$ cat src/design/bank_slot.sv
// Single pending request holder with grant driven acknowledge
`timescale 1ns/1ns

module bank_slot #(
    parameter type payload_t = logic
) (
    input  logic     clk_sys,
    input  logic     RESET,
    input  logic     req,
    input  payload_t req_payload,
    input  logic     grant,
    output logic     pending,
    output payload_t payload,
    output logic     ack
);

    logic capture;
    logic granted;

    // No new capture during the ack pulse while req is still held
    assign capture = req && !pending && !ack;
    assign granted = pending && grant;

    always_ff @(posedge clk_sys or posedge RESET) begin
        if (RESET) begin
            pending <= 1'b0;
            ack     <= 1'b0;
        end else begin
            ack <= granted;
            if (granted) begin
                pending <= 1'b0;
            end else if (capture) begin
                pending <= 1'b1;
            end
        end
    end

    // Request fields held until the grant
    always_ff @(posedge clk_sys) begin
        if (capture) begin
            payload <= req_payload;
        end
    end

endmodule

$ cat config.mk
export PLATFORM = sky130hd
export DESIGN_NAME = bank_slot
export DESIGN_NICKNAME = d
export VERILOG_FILES = /design/src/design/bank_slot.sv
export SDC_FILE = /design/constraint.sdc
export NUM_CORES = 1
export LEC_CHECK = 0
export ABC_AREA = 1
export BUFFER_PORTS_ARGS = -buffer_cell sky130_fd_sc_hd__buf_4
export CAP_MARGIN = 20
export CORE_AREA = 2 2 39 41
export CTS_BUF_LIST = sky130_fd_sc_hd__clkbuf_4
export DETAILED_ROUTE_END_ITERATION = 10
export DIE_AREA = 0 0 41 43
export PLACE_DENSITY_LB_ADDON = 0.3
export SLEW_MARGIN = 20
export SYNTH_ARGS = -nofsm -noshare
export SYNTH_HDL_FRONTEND = slang
export SYNTH_SLANG_ARGS = --single-unit
$ cat constraint.sdc
create_clock -name clk_sys -period 2.71 [get_ports clk_sys]
set_clock_uncertainty 0.05 [all_clocks]
set_input_delay 0.1355 -clock clk_sys [delete_from_list [all_inputs] [get_ports clk_sys]]
set_output_delay 0.1355 -clock clk_sys [all_outputs]
set_load 0.005 [all_outputs]
# Word level (Yosys, flattened, before mapping)
# Index checks and enable logic that the tools add are counted.
[totals]
elab_cells = 11
reg_bits = 3
input_bits = 5
[classes]
mux = 2
n_reduce_logical = 6
[ops]
columns = ["operator", "n"]
rows = [
  ["1-bit logical AND", 3],
  ["1-bit zero test", 2],
  ["1-bit two-way mux", 2],
  ["2-bit nonzero test", 1],
]

# Longest topological paths before layout
[logic_depth]
word_depth = 5
ltp_mapped = 3
ltp_nobuf = 3

# Worst setup path after synthesis
# No wires, ideal clock.
[synth_timing]
kind = "register -> register"
start = "reg pending"
end = "reg payload (enable)"
path_stages_with_launch = 4
setup_ns = 0.290
t_arrival_ns = 0.578
required_ns = 2.370
setup_slack_ns = 1.792
synth_period_minus_slack_ns = 0.918
cell_sequence = "dfrtp_1 > inv_1 > nand3_2 > inv_1"
[synth_between]
elab_chain_len = 3
[synth_lines]
columns = ["item", "line", "rtl"]
rows = [
  ["from (decl)", "12", "output logic pending,"],
  ["from (signal assigned)", "26", "pending <= 1'b0;"],
  ["from (signal assigned)", "31", "pending <= 1'b0;"],
  ["from (signal assigned)", "33", "pending <= 1'b1;"],
  ["1-bit zero test", "21", "assign capture = req && !pending && !ack;"],
  ["1-bit logical AND (2 in a row)", "21", ""],
  ["net capture", "17", "logic capture;"],
  ["to (signal assigned)", "41", "payload <= req_payload;"],
  ["to (decl)", "13", "output payload_t payload,"],
]
# The timed path passes the listed nets, and every way through them passes these cells.
# A chain may end at the register's enable or synchronous reset.

# Worst setup path in the final report
[layout_timing]
start = "reg pending"
end = "out pending"
# No word-level cell between the ends.

==> results.py <==
metrics = {
    "floorplanning": {
        "rows": 14,
        "start_util": 0.0913,
        "die-height_um": 43,
        "core_area_um2": 1380,
        "fp.dieArea_um2": 1760,
        "num_io_pins": 8,
        "die_w_um": 41,
    },
    "synthesis": {
        "syn-cell-area_um2": 126,
        "ys_warn_count": 0,
        "synth_simple_gate_area_frac": 0.188,
        "synth_seq_cells": 3,
        "syn_avg_cell_area_um2": 9.72,
        "syn_inst": 13,
        "synth.mux.area_fraction": 0,
        "synth_nets": 18,
        "synth_xor_area_frac": 0,
        "synth-compound-area-share": 0,
        "synth_seq_area_share": 0.634,
        "synth_top_family_by_area": "simple AND/OR/NAND/NOR gates",
        "ys_types": 6,
        "synth_fa_ha_area_frac": 0,
    },
    "sta": {
        "tightest_slew_ns": 0.113,
        "drv_slew": 0,
        "max_freq_mhz": 1050,
        "setup_violations": 0,
        "hold_viol_final": 0,
        "rsz0062_at_grt": "false",
        "period_minus_slack_ns": 0.956,
        "period_share": 0.353,
        "relSlewSlack": 0.925,
        "setup_tns_ns": 0,
    },
    "critical_path": {
        "path_delay_family": "flip-flops",
        "slowest_delay_ns": 0.39,
        "critPathRequiredTime_ns": 2.52,
        "cp.arrival_ns": 0.77,
        "critPathSlowestCell": "dfrtp_1",
        "crit_chain": "buf_4",
        "worstSetupStartpointType": "flip-flop",
        "end_kind": "output pin",
        "cp_max_fo": 4,
        "r2r-start": "pending",
        "path_class": "reg -> out",
        "critPathLaunch": "pending",
        "worst-path-buf-inv": 1,
    },
    "detailed_routing": {
        "ant_nets": 0,
        "drtIter0Drc": 2,
        "vias_per_cell": 2.83,
        "routedWlPerCell_um": 6.90,
        "routed-via-count": 116,
        "firstDrtPassIters": 2,
        "drt_wl_total_um": 283,
        "drc_errors": 0,
    },
    "final_layout": {
        "insertedDiodeCount": 0,
        "final_cell_mix": "buf_4, inv_1, clkbuf_4",
        "multiInputGateArea_um2": 23.8,
        "drive_gt1_frac": 0.520,
        "nFillCells": 162,
        "layout.nets": 31,
        "final_common_cell": "buf_4",
        "area_growth_pct": 89.1,
        "seq_area_um2": 80.1,
        "finish.utilization": 0.173,
    },
    "clock_network": {
        "clock-sinks": 3,
        "clk_pin_slew_ns": 0.04,
        "post-cts-setup-buffer-count": 0,
        "h-tree-depth": 1,
        "cts_root_buffer": "clkbuf_4",
        "clk_latency_ns": 0.23,
        "cts_buffers": 3,
        "cts_max_path_buffers": 2,
        "cts_tree": "built",
        "cts_resized": 0,
    },
    "job": {
        "maxCapViolCount": 0,
    },
    "global_routing": {
        "grtUsageMet1": 0.0419,
        "met3_usage": 0.0314,
        "grt_util_all_layers": 0.0462,
        "grt_pass1_wl_um": 407,
        "grt_max_degree": 5,
        "antenna_found_initial": 0,
        "grt_overflow": 0,
        "grt_busiest_layer": "met4",
        "use_met2": 0.0375,
        "grt_pass1_vias": 117,
    },
    "hold_path": {
        "hold_path_startpoint": "req_payload",
        "min_path_type": "in -> reg",
    },
    "pwr": {
        "p_leak_nw": 0.137,
        "ir_worst_vdd_mv": 0.109,
        "power.density_nw_per_um2": 734,
    },
    "status": {
        "outcome": "completed",
    },
    "place": {
        "io_buffers": 7,
        "place_congestion": 0.548,
    },
}
-- power by group --
group / switching (W) / internal [W] / total (W)
Combinational: 0.0000119 / 0.0000163 / 0.0000282
Sequential: 0.00000411 / 0.0000542 / 0.0000583
Clock: 0.0000237 / 0.0000652 / 0.0000889
-- per-layer routing --
metal,vias to the layer above,share of wire
met4,0,0.067
met1,45,0.39
li1,59,-
met5,-,0
met3,2,0.20
met2,10,0.34
-- stage by stage --
step                      setup WS [ns]  hold slack [ns]  instance area, um^2  instances  power (W)
after floorplan                    1.79           -0.173                  126         13  0.0000700
after detailed placement           1.77          -0.0509                  199         36  0.0000868
after CTS                          1.74           0.0314                  239         41   0.000180
after global placement             1.79          -0.0527                  199         36  0.0000855
final                              1.75           0.0361                  239         41   0.000175
after global routing               1.71           0.0334                  239         41   0.000188
-- cell families after synthesis --
kind of cell | count (synthesis)
flops | 3
simple gates | 4
buf+inv | 6
-- synth_stat cells --
| cell type | n | share of area |
|---|---|---|
| dfrtp_1 | 2 | 0.40 |
| edfxtp_1 | 1 | 0.24 |
| inv_1 | 6 | 0.18 |
| nand2_1 | 2 | 0.059 |
| nand2_2 | 1 | 0.050 |
| nand3_2 | 1 | 0.079 |
-- repair_timing --
| action | in CTS | in global routing |
|---|---|---|
| hold buffers | 1 | 0 |
| endpoints found under the hold margin | 2 | 0 |
| setup endpoints to repair | 0 | 0 |
-- area by class of cell --
cell class	instances	area share
Clock buffer	4	0.126
Multi-Input combinational cell	4	0.0995
Timing Repair Buffer	8	0.262
Tap cell	16	0.0838
Inverter	6	0.0942
Sequential cell	3	0.335
-- path summary, 6_finish.rpt --
check	cells past startpoint	slack (ns)	to
max	1	1.75	pending
min	1	0.04	payload
max reg2reg	3	1.77	payload
min reg2reg	2	0.45	ack
max in group asynchronous	3	2.24	pending
min in group asynchronous	3	0.27	ack
-- state kept, by name, indices dropped and copies added (netlist names) --
signal,count
ack,1
payload,1
pending,1
Power figures use the tool's default switching activity.
