**src/design/frame_pkg.sv**
```systemverilog
// Widths, counts and the request, command and response structs of the memory core
package frame_pkg;

    ////////////////////////////////////////
    // Sizes
    ////////////////////////////////////////
    localparam int BANK_COUNT       = 4;
    localparam int BANK_W           = 2;
    localparam int ADDR_W           = 22;
    localparam int DATA_W           = 16;
    localparam int MASK_W           = 2;

    // Store keeps 256 words per bank and upper address bits alias
    localparam int STORE_AW         = 8;
    localparam int STORE_LATENCY    = 2;

    // PLL reset stretch after a lock loss
    localparam int LOCK_HOLD_CYCLES = 256;

    ////////////////////////////////////////
    // Game side requests
    ////////////////////////////////////////
    typedef struct packed {
        logic [ADDR_W-1:0] addr;
    } rd_req_t;

    // Bank 0 can read or write
    typedef struct packed {
        logic [ADDR_W-1:0] addr;
        logic              we;
        logic [DATA_W-1:0] din;
        logic [MASK_W-1:0] din_m;
    } rw_req_t;

    ////////////////////////////////////////
    // Store command and response
    ////////////////////////////////////////
    typedef struct packed {
        logic              valid;
        logic [BANK_W-1:0] bank;
        logic [ADDR_W-1:0] addr;
        logic              we;
        logic [DATA_W-1:0] data;
        logic [MASK_W-1:0] mask;
        logic              game;
    } mem_cmd_t;

    typedef struct packed {
        logic              valid;
        logic [BANK_W-1:0] bank;
        logic              game;
        logic [DATA_W-1:0] data;
    } mem_rsp_t;

endpackage

```
**src/design/access_ctrl.sv**
```systemverilog
// Fixed priority arbiter for download writes and game banks, response demux
`timescale 1ns/1ns

module access_ctrl
    import frame_pkg::*;
(
    input  logic                         clk_sys,
    input  logic                         RESET,
    input  logic [BANK_COUNT-1:0]        pending,
    input  rw_req_t                      bank0_payload,
    input  rd_req_t [BANK_COUNT-2:0]     rd_payload,
    input  logic                         downloading,
    input  logic                         prog_we,
    input  logic [ADDR_W-1:0]            prog_addr,
    input  logic [BANK_W-1:0]            prog_ba,
    input  logic [DATA_W-1:0]            prog_data,
    input  logic [MASK_W-1:0]            prog_mask,
    input  mem_rsp_t                     rsp,
    output logic [BANK_COUNT-1:0]        grant,
    output mem_cmd_t                     cmd,
    output logic [BANK_COUNT-1:0]        bank_rdy,
    output logic                         prog_rdy,
    output logic [DATA_W-1:0]            sdram_dout
);

    logic              prog_busy;
    logic              prog_issue;
    logic [BANK_W-1:0] grant_idx;

    // One download write in flight until its done pulse is over
    assign prog_issue = downloading && prog_we && !prog_busy && !prog_rdy;

    ////////////////////////////////////////
    // Bank arbitration
    ////////////////////////////////////////
    always_comb begin
        grant     = '0;
        grant_idx = '0;
        if (!downloading) begin
            // Lowest pending bank wins
            for (int i = BANK_COUNT - 1; i >= 0; i--) begin
                if (pending[i]) begin
                    grant     = '0;
                    grant[i]  = 1'b1;
                    grant_idx = BANK_W'(i);
                end
            end
        end
    end

    always_ff @(posedge clk_sys or posedge RESET) begin
        if (RESET) begin
            cmd <= '0;
        end else if (prog_issue) begin
            cmd <= '{valid: 1'b1, bank: prog_ba, addr: prog_addr, we: 1'b1,
                     data: prog_data, mask: prog_mask, game: 1'b0};
        end else if (|grant) begin
            if (grant_idx == '0) begin
                cmd <= '{valid: 1'b1, bank: grant_idx, addr: bank0_payload.addr,
                         we: bank0_payload.we, data: bank0_payload.din,
                         mask: bank0_payload.din_m, game: 1'b1};
            end else begin
                cmd <= '{valid: 1'b1, bank: grant_idx, addr: rd_payload[grant_idx - 2'd1].addr,
                         we: 1'b0, data: '0, mask: '0, game: 1'b1};
            end
        end else begin
            cmd.valid <= 1'b0;
        end
    end

    ////////////////////////////////////////
    // Responses
    ////////////////////////////////////////
    always_ff @(posedge clk_sys or posedge RESET) begin
        if (RESET) begin
            bank_rdy  <= '0;
            prog_rdy  <= 1'b0;
            prog_busy <= 1'b0;
        end else begin
            bank_rdy <= '0;
            prog_rdy <= 1'b0;
            if (prog_issue) begin
                prog_busy <= 1'b1;
            end
            if (rsp.valid && rsp.game) begin
                bank_rdy[rsp.bank] <= 1'b1;
            end else if (rsp.valid) begin
                prog_rdy  <= 1'b1;
                prog_busy <= 1'b0;
            end
        end
    end

    // Shared return bus valid with the rdy pulse
    always_ff @(posedge clk_sys) begin
        if (rsp.valid) begin
            sdram_dout <= rsp.data;
        end
    end

endmodule

```
**config.mk**
```make
export PLATFORM = sky130hd
export DESIGN_NAME = access_ctrl
export DESIGN_NICKNAME = d
export VERILOG_FILES = /design/src/design/frame_pkg.sv /design/src/design/access_ctrl.sv
export SDC_FILE = /design/constraint.sdc
export NUM_CORES = 1
export LEC_CHECK = 0
export BUFFER_PORTS_ARGS = -buffer_cell sky130_fd_sc_hd__buf_2
export CAP_MARGIN = 20
export CORE_MARGIN = 2
export CORE_UTILIZATION = 41
export DETAILED_ROUTE_END_ITERATION = 7
export MAX_ROUTING_LAYER = met4
export PLACE_DENSITY = 0.81
export SLEW_MARGIN = 20
export SYNTH_ARGS = -nofsm -noshare
export SYNTH_HDL_FRONTEND = slang
export SYNTH_SLANG_ARGS = --single-unit
```
**constraint.sdc**
```tcl
create_clock -name clk_sys -period 1.9 [get_ports clk_sys]
set_input_delay 0.19 -clock clk_sys [delete_from_list [all_inputs] [get_ports clk_sys]]
set_output_delay 0.19 -clock clk_sys [all_outputs]
set_load 0.01 [all_outputs]
```
# --- Word-level counts from Yosys, hierarchy flattened ---
# Cells that the tools add are included.
word_totals:
  ff_bits: 67
  in_bits: 177
  out_inout_bits: 70
op_classes:
  addsub: 1
  n_lt_le_gt_ge: 3
  muxes: 24
  n_reduce_logical: 10
op_table:
  columns: ["op", "count"]
  rows:
  - ["2-to-1 mux 45 bit", 1]
  - ["binary-select mux 22 bit (select 2 bit)", 1]
  - ["2-to-1 mux 44 bit", 1]
  - ["2-to-1 mux 42 bit", 1]
  - ["2-to-1 mux 4 bit", 6]
  - ["2-to-1 mux 22 bit", 1]
  - ["2-to-1 mux 2 bit", 5]
  - ["2-to-1 mux 1 bit", 7]
  - ["< comparator 2 x 3 -> 1 bit, second input constant", 2]
  - ["logical AND 1 bit", 5]
  - ["OR reduction 4 bit", 1]
  - ["demux 1 bit (select 2 bit)", 1]
  - [">= comparator 2 x 1 -> 1 bit, second input constant", 1]
  - ["logical NOT 1 bit", 2]
  - ["logical NOT 2 bit", 1]
  - ["nonzero test 2 bit", 1]
  - ["subtractor 2 x 1 -> 2 bit, second input constant", 1]

# --- Depth between registers and ports, before layout ---
depth:
  depth_word: 11
  ltp_mapped: 11
  mapped_depth_nobuf: 7

# --- Worst setup path before layout ---
# Ideal clock, no wire load.
synth_timing:
  path_type: "in2reg"
  from: "in downloading"
  to: "reg cmd[20] (netlist bit)"
  setup_time_ns: 0.087
  arrival_time_ns: 1.946
  required_ns: 1.813
  slack_ns: -0.132
  cell_stages: 10
  path_buffers: 3
  path_cell_list: "buf_2 > nor2_1 > o21ai_4 > buf_2 > ha_1 > nor2_1 > o211a_1 > buf_2 > a22oi_2 > o211ai_1"
synth_via:
  elab_chain_len: 7
  word_cells_on_any_way: 14
synth_lines:
  columns: ["element", "line_no", "rtl"]
  rows:
  - ["start: declaration", "access_ctrl.sv:12", "input logic downloading,"]
  - ["2-to-1 mux 2 bit", "access_ctrl.sv:39", "if (!downloading) begin"]
  - ["subtractor 2 x 1 -> 2 bit", "access_ctrl.sv:63", "cmd <= '{valid: 1'b1, bank: grant_idx, addr: rd_payload[grant_idx - 2'd1].addr,"]
  - ["binary-select mux 22 bit (select 2 bit)", "access_ctrl.sv:63", null]
  - ["2-to-1 mux 22 bit (implied by the code)", "access_ctrl.sv:63", null]
  - ["2-to-1 mux 42 bit", "access_ctrl.sv:58", "if (grant_idx == '0) begin"]
  - ["2-to-1 mux 44 bit", "access_ctrl.sv:57", "end else if (|grant) begin"]
  - ["2-to-1 mux 45 bit", "access_ctrl.sv:54", "end else if (prog_issue) begin"]
  - ["end signal: assignment", "access_ctrl.sv:55", "cmd <= '{valid: 1'b1, bank: prog_ba, addr: prog_addr, we: 1'b1,"]
  - ["end signal: assignment", "access_ctrl.sv:59", "cmd <= '{valid: 1'b1, bank: grant_idx, addr: bank0_payload.addr,"]
  - ["end signal: assignment", "access_ctrl.sv:63", null]
  - ["end: declaration", "access_ctrl.sv:20", "output mem_cmd_t cmd,"]
# Several ways; a longest one is shown, not always the timed one. The select of a mux whose other input is x is not followed.
# A chain may end at the register's enable or synchronous reset.

# --- Worst setup path in the final report ---
# Same ends and word-level chain as after synthesis.

==> impl_summary.txt <==
----------------------------------------------------
[Cells and area]
  Area of combinational cells with multiple inputs ... 1516 µm²
  Post-layout utilization of the core ... 62.81%
  Area taken by flip-flops and latches ... 1757 µm²
  Area delta synth->final ... 49.51%
  Ratio of cells with drive above 1 in the final layout ... 54.19%
  Number of inserted filler cells in the final layout ... 699
  Number of nets in the layout ... 759
  Number of diodes added for antenna fixing ... 0

[Setup path]
  Library cell contributing the largest single delay on the critical path ... sky130_fd_sc_hd__ha_1
  Critical path launch point type ... input pin
  Crit. End Element ... flop
  Delay of the slowest critical-path stage ... 0.36 ns
  Worst-path cell chain ... buf_2 > nor3_1 > o21ai_0 > ha_1 > nor2_1 > o211a_1 > buf_4 > a22oi_2 > o211ai_1
  Crit Path Max Fanout ... 9
  Buffers plus inverters on the worst setup path ... 2
  WS Path Type ... input pin to flop
  Reg2Reg Setup Slack ... 0.35 ns
  Required time of the worst setup path ... 2.10 ns
  Data arrival time at the worst-slack endpoint ... 1.84 ns
  Critical path's top delay family ... compound AO/OA/AOI/OAI gates

[Logic synthesis]
  Cell type contributing the most total cell area after synthesis ... sky130_fd_sc_hd__dfrtp_1
  Proportion of synthesized chip area in sequential cells ... 51.41%
  Dominant register cell in the synthesized netlist ... sky130_fd_sc_hd__dfrtp_1
  Async set-reset flop share out of synthesis ... 76.12%
  Post-synth cell types ... 34
  Combined area of all synthesized cells ... 3417 µm²
  Share of Yosys cell area claimed by the top area cell type ... 37.35%
  Post-synth EDFFs ... 16
  Most numerous cell types in the synthesized netlist ... 51 x sky130_fd_sc_hd__dfrtp_1, 41 x sky130_fd_sc_hd__nand2_1, 22 x sky130_fd_sc_hd__mux2i_1, 22 x sky130_fd_sc_hd__nor3_1, 22 x sky130_fd_sc_hd__o211ai_1
  Number of cells produced by synthesis ... 319
  Adder-cell area share of the yosys netlist ... 0.7323%
  Synth Warn # ... 0
  Area fraction in compound gates after synthesis ... 24.39%
  Post-synthesis sequential element count ... 67
  Most repeated cell in the gate-level netlist after synthesis ... sky130_fd_sc_hd__dfrtp_1
  Main area contributors after synthesis ... sky130_fd_sc_hd__dfrtp_1 37%, sky130_fd_sc_hd__edfxtp_1 14%, sky130_fd_sc_hd__a22oi_2 7.3%
  Dominant combinational cell family by area after synthesis ... compound AO/OA/AOI/OAI gates
  Simple-gate share of the synthesized area ... 12.74%
  Share of cell area taken by muxes after synthesis ... 6.445%
  Syn_nets ... 498
  Parity-gate share of the synthesized area counting xor and xnor cells ... 0%
  Synthesized area divided by synthesized cell count ... 10.71 µm²

[Die]
  Number of rows created at floorplan ... 33
  Floorplan die width ... 95.29 µm
  Die outline height ... 95.29 µm
  Die Footprint ... 9080 µm²
  Initial Util ... 42.01%
  Area of the core ... 8134 µm²
  IO Count ... 247

[STA]
  Unrepaired setup endpoints after global routing ... false
  Final Hold Violating Endpoints ... 0
  Final Skew ... 0.01209 ns
  Final period util ... 85.97%
  Final setup fails ... 0
  Slew headroom ... 72.44%
  Setup TNS ... 0 ns
  Slew Viols, Final ... 0
  Measured slew at the worst slew-check pin ... 0.4091 ns
  Clock period minus worst slack ... 1.633 ns
  Peak clock frequency supported by timing ... 612.2 MHz

[Clocking]
  H-tree level count ... 3
  TritonCTS Buffers ... 9
  Number of setup buffers added after CTS ... 0
  Clock tree from TritonCTS ... yes
  Maximum buffer depth of the clock tree ... 2
  Clock transition time at the flip-flop clock pins of the worst setup and hold paths ... 0.08 ns
  Clock sink count ... 67
  Clock network latency to the later pin of the worst-skew pair ... 0.34 ns
  Root buffer cell ... sky130_fd_sc_hd__clkbuf_8

[Drt]
  Final routed wire length divided by cell count ... 16.59 µm
  Number of iterations in the first detailed-routing pass ... 5
  Sum of routed wire length over all layers ... 11450 µm
  Vias ... 3602
  Detail Route Antenna Nets ... 0
  Initial DRC count ... 136
  Count of unresolved DRC violations after routing ... 0
  Vias/cell ... 5.220

[Hold path]
  Class of the most critical hold timing path ... input pin to flop

[Pwr]
  Static power due to leakage ... 2.635 nW
  Power per cell area ... 775.2 nW/µm²
  Worst VDD drop ... 514.0 µV

[Job]
  Max-Cap Viols ... 0

[Global routing]
  Overflow left after global routing ... 0
  Number of antenna violations at the first check in global routing ... 0
  Total GRT Usage ... 25.02%
  Via count of the first global-routing pass ... 3332
  Pin count of the biggest net entering global routing ... 39
  Global-route wire length before repair ... 16720 µm

[Placed design]
  Number of I/O port buffers ... 246
  DPL Wire Length ... 9172 µm
  Final weighted congestion in routability-driven placement ... 0.7913

[Outcome]
  Status ... completed

----------------------------------------------------
==> stage by stage <==
stage	area (µm²)	hold slack, ns	cells	power, mW	setup slack, ns
2_1_floorplan	3428	0.2564	319	2.235	0.03870
3_3_place_gp	4863	0.2622	670	2.726	0.01319
3_5_place_dp	4863	0.2728	670	2.753	-0.1051
4_1_cts	5079	0.008814	687	3.981	0.2535
5_1_grt	5109	0.0007387	690	4.167	0.07242
6_report	5109	0.02233	690	3.960	0.2666
==> layer usage <==
metal | GRT usage (%) | share of wire, %
met3 | 3.399 | 6.4
met2 | 41.20 | 52
met4 | 7.126 | 1.2
met1 | 32.47 | 40
met5 | - | 0
==> cell usage in the layout, fill, tap and decap left out, drive strengths merged, types with 3 or more instances in the layout <==
| master | instances |
|---|---|
| dlygate4sd3 | 4 |
| buf | 271 |
| clkinv | 3 |
| and2 | 5 |
| o211ai | 22 |
| a21oi | 20 |
| clkbuf | 9 |
| nor3 | 22 |
| a22oi | 40 |
| nor2b | 3 |
| o21ai | 20 |
| edfxtp | 16 |
| nor2 | 11 |
| inv | 7 |
| a31oi | 4 |
| dfrtp | 51 |
| mux2i | 22 |
| nand2 | 42 |
==> final timing paths <==
check / from / end / cells past startpoint
setup / recovery: downloading / cmd[20]$_DFFE_PP0P_ / 9
hold / removal: rsp[18] / bank_rdy[1]$_DFF_PP0_ / 2
setup reg to reg: prog_rdy$_DFF_PP0_ / cmd[20]$_DFFE_PP0P_ / 5
hold reg to reg: cmd[0]$_DFFE_PP0P_ / cmd[0]$_DFFE_PP0P_ / 2
max in group asynchronous: RESET / cmd[22]$_DFFE_PP0P_ / 4
min in group asynchronous: RESET / bank_rdy[0]$_DFF_PP0_ / 4
==> cells by family after synthesis <==
logic type               after synthesis
AO/OA/AOI/OAI                        109
adder cells (fa/ha/maj)                2
buffers and inverters                 29
flip-flops                            67
multiplexers                          22
AND/OR/NAND/NOR                       90
==> state kept, by name, indices dropped and copies added (netlist names) <==
name        count
cmd            45
bank_rdy        4
prog_busy       1
prog_rdy        1
sdram_dout     16
==> repair_timing <==
| action | CTS | global route |
|---|---|---|
| gates resized for setup | 0 | 0 |
| hold buffers | 1 | 3 |
| endpoints found under the hold margin | 51 | 3 |
==> worst reg2reg max path: stages (launching register included) <==
cell	delay, ns
sky130_fd_sc_hd__dfrtp_1	0.41
sky130_fd_sc_hd__and4bb_2	0.36
sky130_fd_sc_hd__a21oi_2	0.07
sky130_fd_sc_hd__buf_12	0.16
sky130_fd_sc_hd__a22oi_1	0.26
sky130_fd_sc_hd__o211ai_1	0.15
==> power breakdown <==
part / internal [mW] / switching (mW)
Sequential: 1.66 / 0.0944
Clock: 0.629 / 0.601
Combinational: 0.466 / 0.513
==> cell type report <==
type	count	area share [%]
sequential	67	34.39
multi-input combinational	223	29.68
timing repair buffer	275	29.05
tap	105	2.572
clock buffer	9	2.425
clock inverter	7	1.592
inverter	4	0.2939
Note: power is estimated with default switching activity, not from simulation.
