$ cat config.mk
export PLATFORM = sky130hd
export DESIGN_NAME = pll_supervisor
export DESIGN_NICKNAME = d
export VERILOG_FILES = /design/src/design/frame_pkg.sv /design/src/design/pll_supervisor.sv
export SDC_FILE = /design/constraint.sdc
export NUM_CORES = 1
export LEC_CHECK = 0
export BUFFER_PORTS_ARGS = -buffer_cell sky130_fd_sc_hd__buf_4
export CAP_MARGIN = 20
export CORE_AREA = 10 10 47 49
export DETAILED_ROUTE_END_ITERATION = 6
export DIE_AREA = 0 0 57 59
export PLACE_DENSITY = 0.64
export SETUP_SLACK_MARGIN = 0.4
export SLEW_MARGIN = 20
export SYNTH_ARGS = -nofsm -noshare
export SYNTH_HDL_FRONTEND = slang
export SYNTH_SLANG_ARGS = --single-unit
$ cat constraint.sdc
create_clock -name clk_sys -period 2.63 [get_ports clk_sys]
set_clock_uncertainty 0.2 [all_clocks]
set_input_delay 0.263 -clock clk_sys [delete_from_list [all_inputs] [get_ports clk_sys]]
set_output_delay 0.263 -clock clk_sys [all_outputs]
set_load 0.005 [all_outputs]
$ cat src/design/frame_pkg.sv
// Widths, counts and the request, command and response structs of the memory core
package frame_pkg;

    ////////////////////////////////////////
    // Sizes
    ////////////////////////////////////////
    localparam int BANK_COUNT       = 4;
    localparam int BANK_W           = 2;
    localparam int ADDR_W           = 22;
    localparam int DATA_W           = 16;
    localparam int MASK_W           = 2;

    // Store keeps 256 words per bank and upper address bits alias
    localparam int STORE_AW         = 8;
    localparam int STORE_LATENCY    = 2;

    // PLL reset stretch after a lock loss
    localparam int LOCK_HOLD_CYCLES = 256;

    ////////////////////////////////////////
    // Game side requests
    ////////////////////////////////////////
    typedef struct packed {
        logic [ADDR_W-1:0] addr;
    } rd_req_t;

    // Bank 0 can read or write
    typedef struct packed {
        logic [ADDR_W-1:0] addr;
        logic              we;
        logic [DATA_W-1:0] din;
        logic [MASK_W-1:0] din_m;
    } rw_req_t;

    ////////////////////////////////////////
    // Store command and response
    ////////////////////////////////////////
    typedef struct packed {
        logic              valid;
        logic [BANK_W-1:0] bank;
        logic [ADDR_W-1:0] addr;
        logic              we;
        logic [DATA_W-1:0] data;
        logic [MASK_W-1:0] mask;
        logic              game;
    } mem_cmd_t;

    typedef struct packed {
        logic              valid;
        logic [BANK_W-1:0] bank;
        logic              game;
        logic [DATA_W-1:0] data;
    } mem_rsp_t;

endpackage

$ cat src/design/pll_supervisor.sv
// PLL lock loss detector, PLL reset stretcher and game reset combiner
`timescale 1ns/1ns

module pll_supervisor
    import frame_pkg::*;
(
    input  logic clk_sys,
    input  logic RESET,
    input  logic pll_locked,
    input  logic rst_req,
    output logic pll_rst,
    output logic game_rst
);

    logic                                last_locked;
    logic [$clog2(LOCK_HOLD_CYCLES)-1:0] hold_cnt;

    ////////////////////////////////////////
    // Lock loss stretch
    ////////////////////////////////////////
    always_ff @(posedge clk_sys or posedge RESET) begin
        if (RESET) begin
            last_locked <= 1'b0;
            pll_rst     <= 1'b0;
            hold_cnt    <= '0;
        end else begin
            last_locked <= pll_locked;
            if (last_locked && !pll_locked) begin
                // Falling lock restarts the full hold
                pll_rst  <= 1'b1;
                hold_cnt <= $bits(hold_cnt)'(LOCK_HOLD_CYCLES - 1);
            end else if (hold_cnt != '0) begin
                hold_cnt <= hold_cnt - 1'b1;
            end else begin
                pll_rst <= 1'b0;
            end
        end
    end

    // Game held in reset while any source is active or the clock is unlocked
    always_ff @(posedge clk_sys or posedge RESET) begin
        if (RESET) begin
            game_rst <= 1'b1;
        end else begin
            game_rst <= rst_req || pll_rst || !pll_locked;
        end
    end

endmodule

# Yosys cells after proc, flatten, opt, wreduce, memory -nomap -nowiden

Index checks and enable logic that the tools add are counted.

Bits in registers: 11
Output and inout port bits: 2
Logic and storage cells: 16

$add $sub $neg: 1
Eq/ne operators: 1
Multiplexer cells: 4
Reductions and logical operators: 6

Operators with widths:

| operator              | count |
|---|---|
| $mux W8               | 2 |
| $reduce_bool A8 Y1    | 1 |
| $sub A8 B1 Y8 const B | 1 |
| $logic_or A1 B1 Y1    | 2 |
| $mux W1               | 2 |
| $ne A2 B2 Y1 const B  | 1 |
| $reduce_bool A2 Y1    | 1 |
| $logic_and A1 B1 Y1   | 1 |
| $logic_not A1 Y1      | 1 |

# Longest topological paths before layout

Gate-level depths: netlist (run 1).

Depth in word-level cells: 3
Mapped depth: 6

# Worst setup path before layout (run 1)

Ideal clock, no wire load.

Path kind: reg-to-reg
Start point: register hold_cnt[0]
End point: register hold_cnt[5]
Data arrival time: 1.508 ns
Required time: 2.282 ns
Slack: 0.774 ns
Cell stages (with the launch flop): 7
Path buffers: 1
Period minus slack after synthesis: 1.856 ns
Path through: dfrtp_1 > inv_1 > ha_1 > or3b_2 > clkbuf_1 > nor2_1 > o311ai_0

Word-level cells in the longest chain between the ends: 3
Elaborated cells between the ends (all ways): 5

RTL lines:

| what                   | RTL line             | RTL |
|---|---|---|
| from (decl)            | pll_supervisor.sv:16 | `logic [$clog2(LOCK_HOLD_CYCLES)-1:0] hold_cnt;` |
| from (signal assigned) | pll_supervisor.sv:31 | `hold_cnt <= $bits(hold_cnt)'(LOCK_HOLD_CYCLES - 1);` |
| from (signal assigned) | pll_supervisor.sv:33 | `hold_cnt <= hold_cnt - 1'b1;` |
| $sub A8 B1 Y8          | pll_supervisor.sv:33 |  |
| $mux W8                | pll_supervisor.sv:32 | `end else if (hold_cnt != '0) begin` |
| $mux W8                | pll_supervisor.sv:28 | `if (last_locked && !pll_locked) begin` |

Several ways; a longest one is shown, not always the timed one. The select of a mux whose other input is x is not followed.
A chain may end at the register's enable or synchronous reset.

# Final worst setup path (run 1)

Ends and elaborated chain as after synthesis.

==> metrics.log, run 1 <==
[metrics] floorplan die area: 3360 µm²
[metrics] count of mapped cells out of synthesis: 50
[metrics] top achievable clock speed: 496 MHz
[metrics] wire length of the first global-routing pass: 1.88 mm
[metrics] Final Util: 44.7%
[metrics] capture instance of the worst register-to-register path: hold_cnt[5]
[metrics] Power Density: 624 nW/µm²
[metrics] vertical die dimension: 59 µm
[metrics] routed wire length: 980 µm
[metrics] CTS tree: built
[metrics] Setup TNS Final: 0 ns
[metrics] share of the clock period used by the worst path: 76.6%
[metrics] post-CTS resize count: 0
[metrics] category of the most critical setup path: register to register
[metrics] overflow left after global routing: 0
[metrics] cell at the root of the clock tree: clkbuf_4
[metrics] CTS buffer count: 3
[metrics] startpoint type of the worst setup path: register
[metrics] Antenna Cells: 0
[metrics] Area Overhead vs Synth: 21.3%
[metrics] HPWL after detailed placement: 715 µm
[metrics] cell internal pwr: 0.000283 W
[metrics] power dissipated by switching net loads: 0.000108 W
[metrics] overall die width: 57 µm
[metrics] number of port buffers: 5
[metrics] combinational share of power: 15.7%
[metrics] # Post-CTS Setup Buffers: 0
[metrics] origin of the worst setup path: hold_cnt[0]
[metrics] Placement Rows: 14
[metrics] count of pins on the block boundary: 6
[metrics] vias in the first global route: 445
[metrics] Final setup viols: 0
[metrics] post-route ant nets: 0
[metrics] Final Net Count: 67
[metrics] Max VDD drop: 0.341 mV
[metrics] reg-to-reg startpoint: hold_cnt[0]
[metrics] H-tree levels: 1
[metrics] number of remaining DRC errors: 0
[metrics] sequential fraction of design power: 55.6%
[metrics] first-pass iteration count of the detailed router: 3
[metrics] Min Clock Period, post-route: 2.02 ns
[metrics] gp weighted congestion: 0.789
[metrics] data arrival time at the worst-slack endpoint: 1.93 ns
[metrics] headroom to the max-slew limit: 54.5%
[metrics] core region area: 1400 µm²
[metrics] clock tree buffer depth: 2
[metrics] power share of the clock group: 28.7%
[metrics] via count of the routed design: 418
[metrics] total of fill cells in the finished design: 140
[metrics] insertion delay to the later sink of the worst-skew pair: 0.26 ns
[metrics] final number of max-transition violations: 0
[metrics] sequential cell area fraction in the yosys report: 53.5%
[metrics] total leakage power: 0.235 nW
[metrics] Synthesized Nets: 55
[metrics] Req. time, crit path: 2.54 ns
[metrics] count of final hold-check violations: 0
[metrics] max-capacitance violation count: 0
[metrics] kind of end point of the critical path: register
[metrics] path depth of the worst reg2reg path: 5
[metrics] FF+latch area: 277 µm²
[metrics] sink count of the clock tree: 11
[metrics] Worst-Margin Slew: 0.676 ns
[metrics] RSZ-0062 raised after global routing: no
[metrics] number of distinct library cells after synthesis: 23
[metrics] total area of multi-input combinational cells: 218 µm²
[metrics] initial antenna violation count: 0
[metrics] YS warnings: 0
[metrics] post-synthesis instance area: 517 µm²
[metrics] crit-path max FO: 6
[metrics] average wire per standard cell: 12.7 µm
[metrics] share of cells above drive strength 1: 21.3%
[metrics] register-to-register setup slack: 0.61 ns
[metrics] number of buffers added to fix hold violations after cts: 3
[metrics] Via density: 5.43
[metrics] number of flip-flops and latches in the synthesized netlist: 11
[metrics] pin count of the biggest net entering global routing: 12
[metrics] endpoint of the worst setup timing path: hold_cnt[5]
[metrics] fraction of power spent switching nets: 27.6%
[metrics] worst hold-check slack: 0.299 ns
[metrics] min-delay worst type: register to register
[metrics] starting density of the core: 36.9%
[metrics] mean instance size in the synthesized netlist: 10.3 µm²
[metrics] violation count after the first detailed-route iteration: 10
[metrics] clock-pin slew of the registers on the worst-case setup and hold paths: 0.07 ns
[metrics] run status: complete, no violations
[metrics] GRT Overall Usage: 6.75%
## state kept, by name, summed over array words and instances (netlist names)
signal	count
last_locked	1
pll_rst	1
hold_cnt	8
game_rst	1
## cell usage in the layout, fill, tap and decap left out, types with 2 or more instances in the layout
cell type / n
dfrtp_1: 10
inv_1: 5
o21ai_0: 5
buf_4: 5
nand3_1: 3
a21oi_1: 3
clkbuf_4: 3
dlygate4sd3_1: 3
nand2b_1: 2
nor4_1: 2
o31ai_1: 2
or4_1: 2
nor2_1: 2
o311ai_0: 2
## how the worst min path moves through the flow
stage | depth (start not counted) | endpoint | startpoint
finish | 2 | game_rst | pll_rst
global route | 2 | game_rst | pll_rst
CTS | 2 | game_rst | pll_rst
detailed placement | 2 | hold_cnt[2] | RESET
global placement | 2 | hold_cnt[2] | RESET
floorplan | 1 | hold_cnt[0] | RESET
## cells in the mapped netlist (all sizes together)
| cell | count | share of area [%] |
|---|---|---|
| a21o | 1 | 1.7 |
| a21oi | 3 | 2.9 |
| clkbuf | 1 | 0.73 |
| dfrtp | 10 | 48 |
| dfstp | 1 | 5.1 |
| ha | 1 | 2.4 |
| inv | 5 | 3.6 |
| nand2b | 2 | 2.4 |
| nand3 | 3 | 2.9 |
| nor2 | 2 | 1.5 |
| nor2b | 1 | 1.2 |
| nor3 | 1 | 0.97 |
| nor3b | 1 | 1.5 |
| nor4 | 2 | 2.4 |
| o211ai | 1 | 1.5 |
| o21ai | 5 | 4.8 |
| o311ai | 2 | 3.4 |
| o31ai | 2 | 2.9 |
| or2 | 1 | 1.2 |
| or3b | 1 | 1.7 |
| or4 | 3 | 5.1 |
| xnor2 | 1 | 1.7 |
## power by group through the flow
stage,sequential (W),clock (W),combinational (W)
detailed placement,0.000220,0,0.0000568
global placement,0.000219,0,0.0000574
CTS,0.000217,0.000116,0.0000617
floorplan,0.000214,0,0.0000452
finish,0.000218,0.000112,0.0000616
global route,0.000221,0.000126,0.0000719
## layout make-up
class | count | area share [%]
well taps | 16 | 3.19
flip-flops and latches | 11 | 44.1
inverters | 5 | 2.99
multi-input cells | 33 | 34.7
repair buffers | 8 | 10.8
clock buffers | 4 | 4.19
## worst max-delay path, stage by stage, from the launching register on
cell and delay (ns):
dfrtp_1 0.40, inv_1 0.10, ha_1 0.25, or3b_2 0.53, nor2_1 0.23, o311ai_0 0.15
## metrics by stage
stage	total power (W)	setup WS (ns)	area, µm²	std cells
global placement	0.000277	0.635	571	70
finish	0.000391	0.614	627	77
CTS	0.000395	0.614	627	77
detailed placement	0.000277	0.636	571	70
floorplan	0.000260	0.774	517	50
global route	0.000419	0.442	627	77
## routing by layer
layer	vias to the layer above	track usage [%]	wire (µm)
li1	204	-	-
met1	207	8.73	487
met2	5	9.92	449
met3	2	2.15	33
met4	0	3.02	9
met5	-	0	0
## cells by family (layout without fill, tap and decap cells)
logic type      Yosys count  after routing  synth area share [%]
xor+xnor                  1              1                  1.70
simple gates             17             17                  20.8
buf+inv                   6             17                  4.36
fa+ha+maj                 1              1                  2.42
flops                    11             11                  53.5
compound gates           14             14                  17.2
(Power assumes the default switching activity.)
==> inputs of run 2 (changes only) <==
==> constraint.sdc (replaced) <==
create_clock -name clk_sys -period 2.02 [get_ports clk_sys]
set_clock_uncertainty 0.2 [all_clocks]
set_input_delay 0.202 -clock clk_sys [delete_from_list [all_inputs] [get_ports clk_sys]]
set_output_delay 0.202 -clock clk_sys [all_outputs]
set_load 0.005 [all_outputs]
==> run 2 against run 1 <==
Compared with the run above:
- count of clock-buffer cells in the layout stayed put
- clock power rose by 30%
- final cell count is 7.8% higher
- design area grew 13%
- die area unchanged
- global-route usage is essentially flat
- flip-flop and latch count is the same
- sequential share of layout area is 4.9 points lower
- combinational power is 130% higher
- critical path depth decreased by 2
- fmax increased by 11%
- largest cell class unchanged
==> metrics.log, run 2 (synthesis results as in run 1) <==
[metrics] run status: complete, no violations
[metrics] Max VDD drop: 0.468 mV (+37%)
[metrics] total leakage power: 0.266 nW (+13%)
[metrics] crit-path max FO: 5 (-1)
[metrics] category of the most critical setup path: register to register
[metrics] min-delay worst type: input pin to asynchronous set/reset pin
[metrics] Via density: 5.24 (-3.5%)
[metrics] Worst-Margin Slew: 0.422 ns (-0.254 ns)
[metrics] starting density of the core: 36.9% (unchanged)
[metrics] Final setup viols: 0 (unchanged)
[metrics] vertical die dimension: 59 µm (unchanged)
[metrics] most common library cell in the layout ignoring fill and taps: buf_4
[metrics] violation count after the first detailed-route iteration: 7 (-3)
[metrics] routed wire length: 1.10 mm (+12%)
[metrics] commonest cells after routing, fill and taps aside: buf_4, dfrtp_1
[metrics] share of the clock period used by the worst path: 89.7% (+13 points)
[metrics] max-capacitance violation count: 0 (unchanged)
[metrics] register-to-register setup slack: 0.21 ns (-0.41 ns)
[metrics] vias in the first global route: 443 (-0.45%)
[metrics] ordered cell list for the critical path: or4_4 -> or4_1 -> a21oi_2
[metrics] clock tree buffer depth: 2 (unchanged)
[metrics] sink count of the clock tree: 11 (unchanged)
[metrics] kind of end point of the critical path: register
[metrics] Setup TNS Final: 0 ns (unchanged)
[metrics] overflow left after global routing: 0 (unchanged)
[metrics] count of final hold-check violations: 0 (unchanged)
[metrics] floorplan die area: 3360 µm² (unchanged)
[metrics] final number of max-transition violations: 0 (unchanged)
[metrics] initial antenna violation count: 0 (unchanged)
[metrics] Min Clock Period, post-route: 1.81 ns (-0.205 ns)
[metrics] cell at the root of the clock tree: clkbuf_4
[metrics] pin count of the biggest net entering global routing: 12 (unchanged)
[metrics] reg-to-reg startpoint: hold_cnt[0]
[metrics] core region area: 1400 µm² (unchanged)
[metrics] average wire per standard cell: 13.3 µm (+4.2%)
[metrics] via count of the routed design: 435 (+4.1%)
[metrics] Antenna Cells: 0 (unchanged)
[metrics] wire length of the first global-routing pass: 1.81 mm (-3.7%)
[metrics] critical path's slowest cell: or4_4
[metrics] worst hold-check slack: 0.287 ns (-0.0118 ns)
[metrics] first-pass iteration count of the detailed router: 4 (+1)
[metrics] CTS tree: built
[metrics] Area Overhead vs Synth: 36.6%
[metrics] Req. time, crit path: 2.01 ns (-0.53 ns)
[metrics] Crit path largest cell delay: 0.56 ns (+0.03 ns)
[metrics] headroom to the max-slew limit: 71.8% (+17 points)
[metrics] count of pins on the block boundary: 6 (unchanged)
[metrics] path depth of the worst reg2reg path: 3 (-2)
[metrics] Power Density: 810 nW/µm² (+30%)
[metrics] GRT Overall Usage: 6.78% (+0.035 points)
[metrics] overall die width: 57 µm (unchanged)
[metrics] clock-pin slew of the registers on the worst-case setup and hold paths: 0.07 ns (about the same)
[metrics] capture instance of the worst register-to-register path: hold_cnt[7]
[metrics] Final Net Count: 73 (+9.0%)
[metrics] data arrival time at the worst-slack endpoint: 1.80 ns (-0.13 ns)
[metrics] Placement Rows: 14 (unchanged)
[metrics] flip-flop count of the largest register after layout: 8 (unchanged)
[metrics] number of remaining DRC errors: 0 (unchanged)
[metrics] H-tree levels: 1 (unchanged)
[metrics] largest reg by FF count: hold_cnt
[metrics] startpoint type of the worst setup path: register
[metrics] HPWL after detailed placement: 764 µm (+6.9%)
[metrics] insertion delay to the later sink of the worst-skew pair: 0.26 ns (about the same)
[metrics] number of port buffers: 5 (unchanged)
[metrics] RSZ-0062 raised after global routing: yes
[metrics] CTS buffer count: 3 (unchanged)
[metrics] top achievable clock speed: 552 MHz (+11%)
[metrics] gp weighted congestion: 0.807 (+2.3%)
[metrics] share of cells above drive strength 1: 38.8% (+17 points)
[metrics] post-route ant nets: 0 (unchanged)
[metrics] total power: 0.000572 W (+46%)
## run 2: cell count changes in the layout (fill, tap and decap cells not counted), moves of 2 or more
cell,before,now
inv_2,0,2
buf_4,5,11
o21ai_0,5,2
inv_1,5,3
o21ai_1,0,2
## run 2: what timing repair did
action,in CTS,in global routing
endpoints found under the setup margin,8,8
setup buffers,5,0
hold endpoints to repair,12,0
pin swaps,0,1
hold buffers,3,0
resized for setup,2,3
## run 2: worst max-delay path by stage
| stage | from | end | slack, ns | cells past startpoint |
|---|---|---|---|---|
| after floorplan | hold_cnt[3] | hold_cnt[7] | 0.30 | 3 |
| after global placement | hold_cnt[3] | hold_cnt[7] | 0.28 | 3 |
| after detailed placement | hold_cnt[3] | hold_cnt[7] | 0.24 | 3 |
| after CTS | hold_cnt[0] | hold_cnt[7] | 0.23 | 3 |
| after global routing | hold_cnt[0] | hold_cnt[7] | 0.16 | 3 |
| final | hold_cnt[0] | hold_cnt[7] | 0.21 | 3 |
## run 2: worst max-delay path, delay by kind of cell (launching register included)
family | cells | cell delay [ns]
AOI/OAI and AO/OA | 1 | 0.13
DFF | 1 | 0.42
and+or+nand+nor | 2 | 0.99
## run 2: cell type report
cell class	count	area [µm²]
inverters	5	18.8
fillers	123	696
multi-input cells	33	251
flip-flops and latches	11	277
well taps	16	20.0
repair buffers	14	113
clock buffers	4	26.3
## run 2: stage by stage
stage                     cells  instance area, µm²  setup WS (ns)  utilization (%)
after detailed placement     71                 601          0.240             42.9
after floorplan              50                 549          0.302                -
final                        83                 706          0.209             50.4
after global routing         83                 706          0.160             50.4
after CTS                    83                 698          0.231             49.8
after global placement       71                 601          0.281             42.9
## run 2: per-layer routing
layer	vias to the layer above	share of wire, %	track usage, %
li1	219	-	-
met1	202	47	7.13
met2	12	47	10.9
met3	2	5.4	1.93
met4	0	0.91	6.04
met5	-	0	0
## run 2: power breakdown
group / leakage (nW) / internal [W] / total, W / switching, W
registers: 0.108 / 0.000250 / 0.000282 / 0.0000319
clock network: 0.0150 / 0.0000763 / 0.000146 / 0.0000698
logic: 0.143 / 0.0000842 / 0.000144 / 0.0000599
total: 0.266 / 0.000410 / 0.000572 / 0.000162
==> inputs of run 3 (changes only) <==
--- a/config.mk
+++ b/config.mk
@@ -8,6 +8,7 @@
 export BUFFER_PORTS_ARGS = -buffer_cell sky130_fd_sc_hd__buf_4
 export CAP_MARGIN = 20
 export CORE_AREA = 10 10 47 49
+export CTS_BUF_LIST = sky130_fd_sc_hd__clkbuf_8 sky130_fd_sc_hd__clkbuf_16
 export DETAILED_ROUTE_END_ITERATION = 6
 export DIE_AREA = 0 0 57 59
 export PLACE_DENSITY = 0.64
==> run 3 against run 2 <==
Compared with the run above:
- total power is 12% higher
- count of clock-buffer cells in the layout decreased by 1
- critical path type unchanged
- sequential share of layout area fell by 1.0 points
- highest routed layer unchanged
- largest power group unchanged
==> metrics.log, run 3 (synthesis results as in run 1) <==
[metrics] HPWL after detailed placement: 764 µm (unchanged)
[metrics] overall die width: 57 µm (unchanged)
[metrics] sink count of the clock tree: 11 (unchanged)
[metrics] cell at the root of the clock tree: clkbuf_8
[metrics] share of the clock period used by the worst path: 89.4% (-0.24 points)
[metrics] Req. time, crit path: 1.98 ns (-0.03 ns)
[metrics] violation count after the first detailed-route iteration: 2 (-5)
[metrics] headroom to the max-slew limit: 72.5% (+0.71 points)
[metrics] clock tree buffer depth: 2 (unchanged)
[metrics] capture instance of the worst register-to-register path: hold_cnt[7]
[metrics] floorplan die area: 3360 µm² (unchanged)
[metrics] most common library cell in the layout ignoring fill and taps: buf_4
[metrics] crit-path max FO: 5 (unchanged)
[metrics] pin count of the biggest net entering global routing: 12 (unchanged)
[metrics] category of the most critical setup path: register to register
[metrics] register-to-register setup slack: 0.21 ns (about the same)
[metrics] max-capacitance violation count: 0 (unchanged)
[metrics] H-tree levels: 1 (unchanged)
[metrics] Crit path largest cell delay: 0.56 ns (about the same)
[metrics] first-pass iteration count of the detailed router: 4 (unchanged)
[metrics] Setup TNS Final: 0 ns (unchanged)
[metrics] GRT Overall Usage: 7.09% (+0.30 points)
[metrics] family of cells with the greatest summed delay on the critical path: simple AND/OR/NAND/NOR gates
[metrics] starting density of the core: 36.9% (unchanged)
[metrics] Via density: 5.47 (+4.4%)
[metrics] overflow left after global routing: 0 (unchanged)
[metrics] run status: complete, no violations
[metrics] Hold Crit Depth: 2
[metrics] vias in the first global route: 470 (+6.1%)
[metrics] count of pins on the block boundary: 6 (unchanged)
[metrics] WHS Endpoint: game_rst
[metrics] startpoint type of the worst setup path: register
[metrics] final number of max-transition violations: 0 (unchanged)
[metrics] reg-to-reg startpoint: hold_cnt[0]
[metrics] routed wire length: 1.10 mm (about the same)
[metrics] gp weighted congestion: 0.807 (unchanged)
[metrics] insertion delay to the later sink of the worst-skew pair: 0.23 ns (-0.03 ns)
[metrics] data arrival time at the worst-slack endpoint: 1.77 ns (-0.03 ns)
[metrics] Worst-Margin Slew: 0.411 ns (-0.0107 ns)
[metrics] count of final hold-check violations: 0 (unchanged)
[metrics] Final setup viols: 0 (unchanged)
[metrics] CTS tree: built
[metrics] ordered cell list for the critical path: or4_4 -> or4_1 -> a21oi_2
[metrics] Min Clock Period, post-route: 1.81 ns (-0.00483 ns)
[metrics] clock-pin slew of the registers on the worst-case setup and hold paths: 0.05 ns (-0.02 ns)
[metrics] wire length of the first global-routing pass: 1.87 mm (+3.0%)
[metrics] Power Density: 880 nW/µm² (+8.7%)
[metrics] total leakage power: 0.278 nW (+4.5%)
[metrics] Antenna Cells: 0 (unchanged)
[metrics] kind of end point of the critical path: register
[metrics] Critical path buffers and inverters: 0 (unchanged)
[metrics] post-route ant nets: 0 (unchanged)
[metrics] top achievable clock speed: 554 MHz (+0.27%)
[metrics] CTS buffer count: 3 (unchanged)
[metrics] number of port buffers: 5 (unchanged)
[metrics] share of cells above drive strength 1: 38.8% (unchanged)
[metrics] Area Overhead vs Synth: 40.2%
[metrics] average wire per standard cell: 13.3 µm (about the same)
[metrics] startpoint of the tightest hold check path: pll_rst
[metrics] largest reg by FF count: hold_cnt
[metrics] commonest cells after routing, fill and taps aside: buf_4, dfrtp_1, inv_1
[metrics] flip-flop count of the largest register after layout: 8 (unchanged)
[metrics] RSZ-0062 raised after global routing: yes
[metrics] initial antenna violation count: 0 (unchanged)
[metrics] number of remaining DRC errors: 0 (unchanged)
[metrics] min-delay worst type: register to register
[metrics] core region area: 1400 µm² (unchanged)
[metrics] path depth of the worst reg2reg path: 3 (unchanged)
[metrics] Final Util: 51.7% (+1.3 points)
[metrics] vertical die dimension: 59 µm (unchanged)
[metrics] critical path's slowest cell: or4_4
[metrics] Final Net Count: 73 (unchanged)
[metrics] Max VDD drop: 0.674 mV (+44%)
[metrics] via count of the routed design: 454 (+4.4%)
[metrics] Placement Rows: 14 (unchanged)
-- run 3: changes by cell type in the layout (fill, tap and decap cells not counted) --
cell / delta
inv_1: +1
clkbuf_1: -1
clkbuf_8: +3
clkbuf_4: -3
o21ai_1: +1
o21ai_0: -1
-- run 3: worst max path at each step --
| stage | start | to | slack, ns | depth (start not counted) |
|---|---|---|---|---|
| floorplan | hold_cnt[3] | hold_cnt[7] | 0.30 | 3 |
| global placement | hold_cnt[3] | hold_cnt[7] | 0.28 | 3 |
| detailed placement | hold_cnt[3] | hold_cnt[7] | 0.24 | 3 |
| CTS | hold_cnt[0] | hold_cnt[7] | 0.24 | 3 |
| global route | hold_cnt[0] | hold_cnt[7] | 0.16 | 3 |
| finish | hold_cnt[0] | hold_cnt[7] | 0.21 | 3 |
-- run 3: power by group --
group | total [W] | switching, W | internal, W
sequential | 0.000283 | 0.0000323 | 0.000250
clock | 0.000211 | 0.0000780 | 0.000133
combinational | 0.000144 | 0.0000596 | 0.0000844
-- run 3: timing repair --
item                       4_1_cts  5_1_grt
pin swaps                        0        1
buffers inserted                 5        0
gates resized for setup          2        4
setup endpoints to repair        8        8
hold endpoints to repair        12        0
hold buffers                     3        0
-- run 3: final cells by class --
cell class,count,area [µm²]
Sequential cell,11,277
Multi-Input combinational cell,33,251
Inverter,5,18.8
Fill cell,126,677
Clock inverter,1,3.75
Tap cell,16,20.0
Clock buffer,3,41.3
Timing Repair Buffer,14,113
-- run 3: layer usage --
layer,vias up,global-route usage (%),routed length [µm]
li1,218,-,-
met1,220,6.88,480
met2,11,10.9,523
met3,5,3.00,57
met4,0,7.38,39
met5,-,0,0
-- run 3: through the flow --
step	instance area (µm²)	instances	hold WS, ns	total power, W	setup slack, ns
after floorplan	549	50	-0.146	0.000355	0.302
after global placement	601	71	0.0335	0.000377	0.281
after detailed placement	601	71	0.0255	0.000380	0.240
after CTS	717	83	0.301	0.000639	0.236
after global routing	724	83	0.343	0.000682	0.163
final	724	83	0.300	0.000638	0.214
-- run 3: tightest hold or removal path, stage by stage (launching register included) --
cell	delay [ns]
dfrtp_1	0.35
inv_1	0.06
nand3_1	0.06
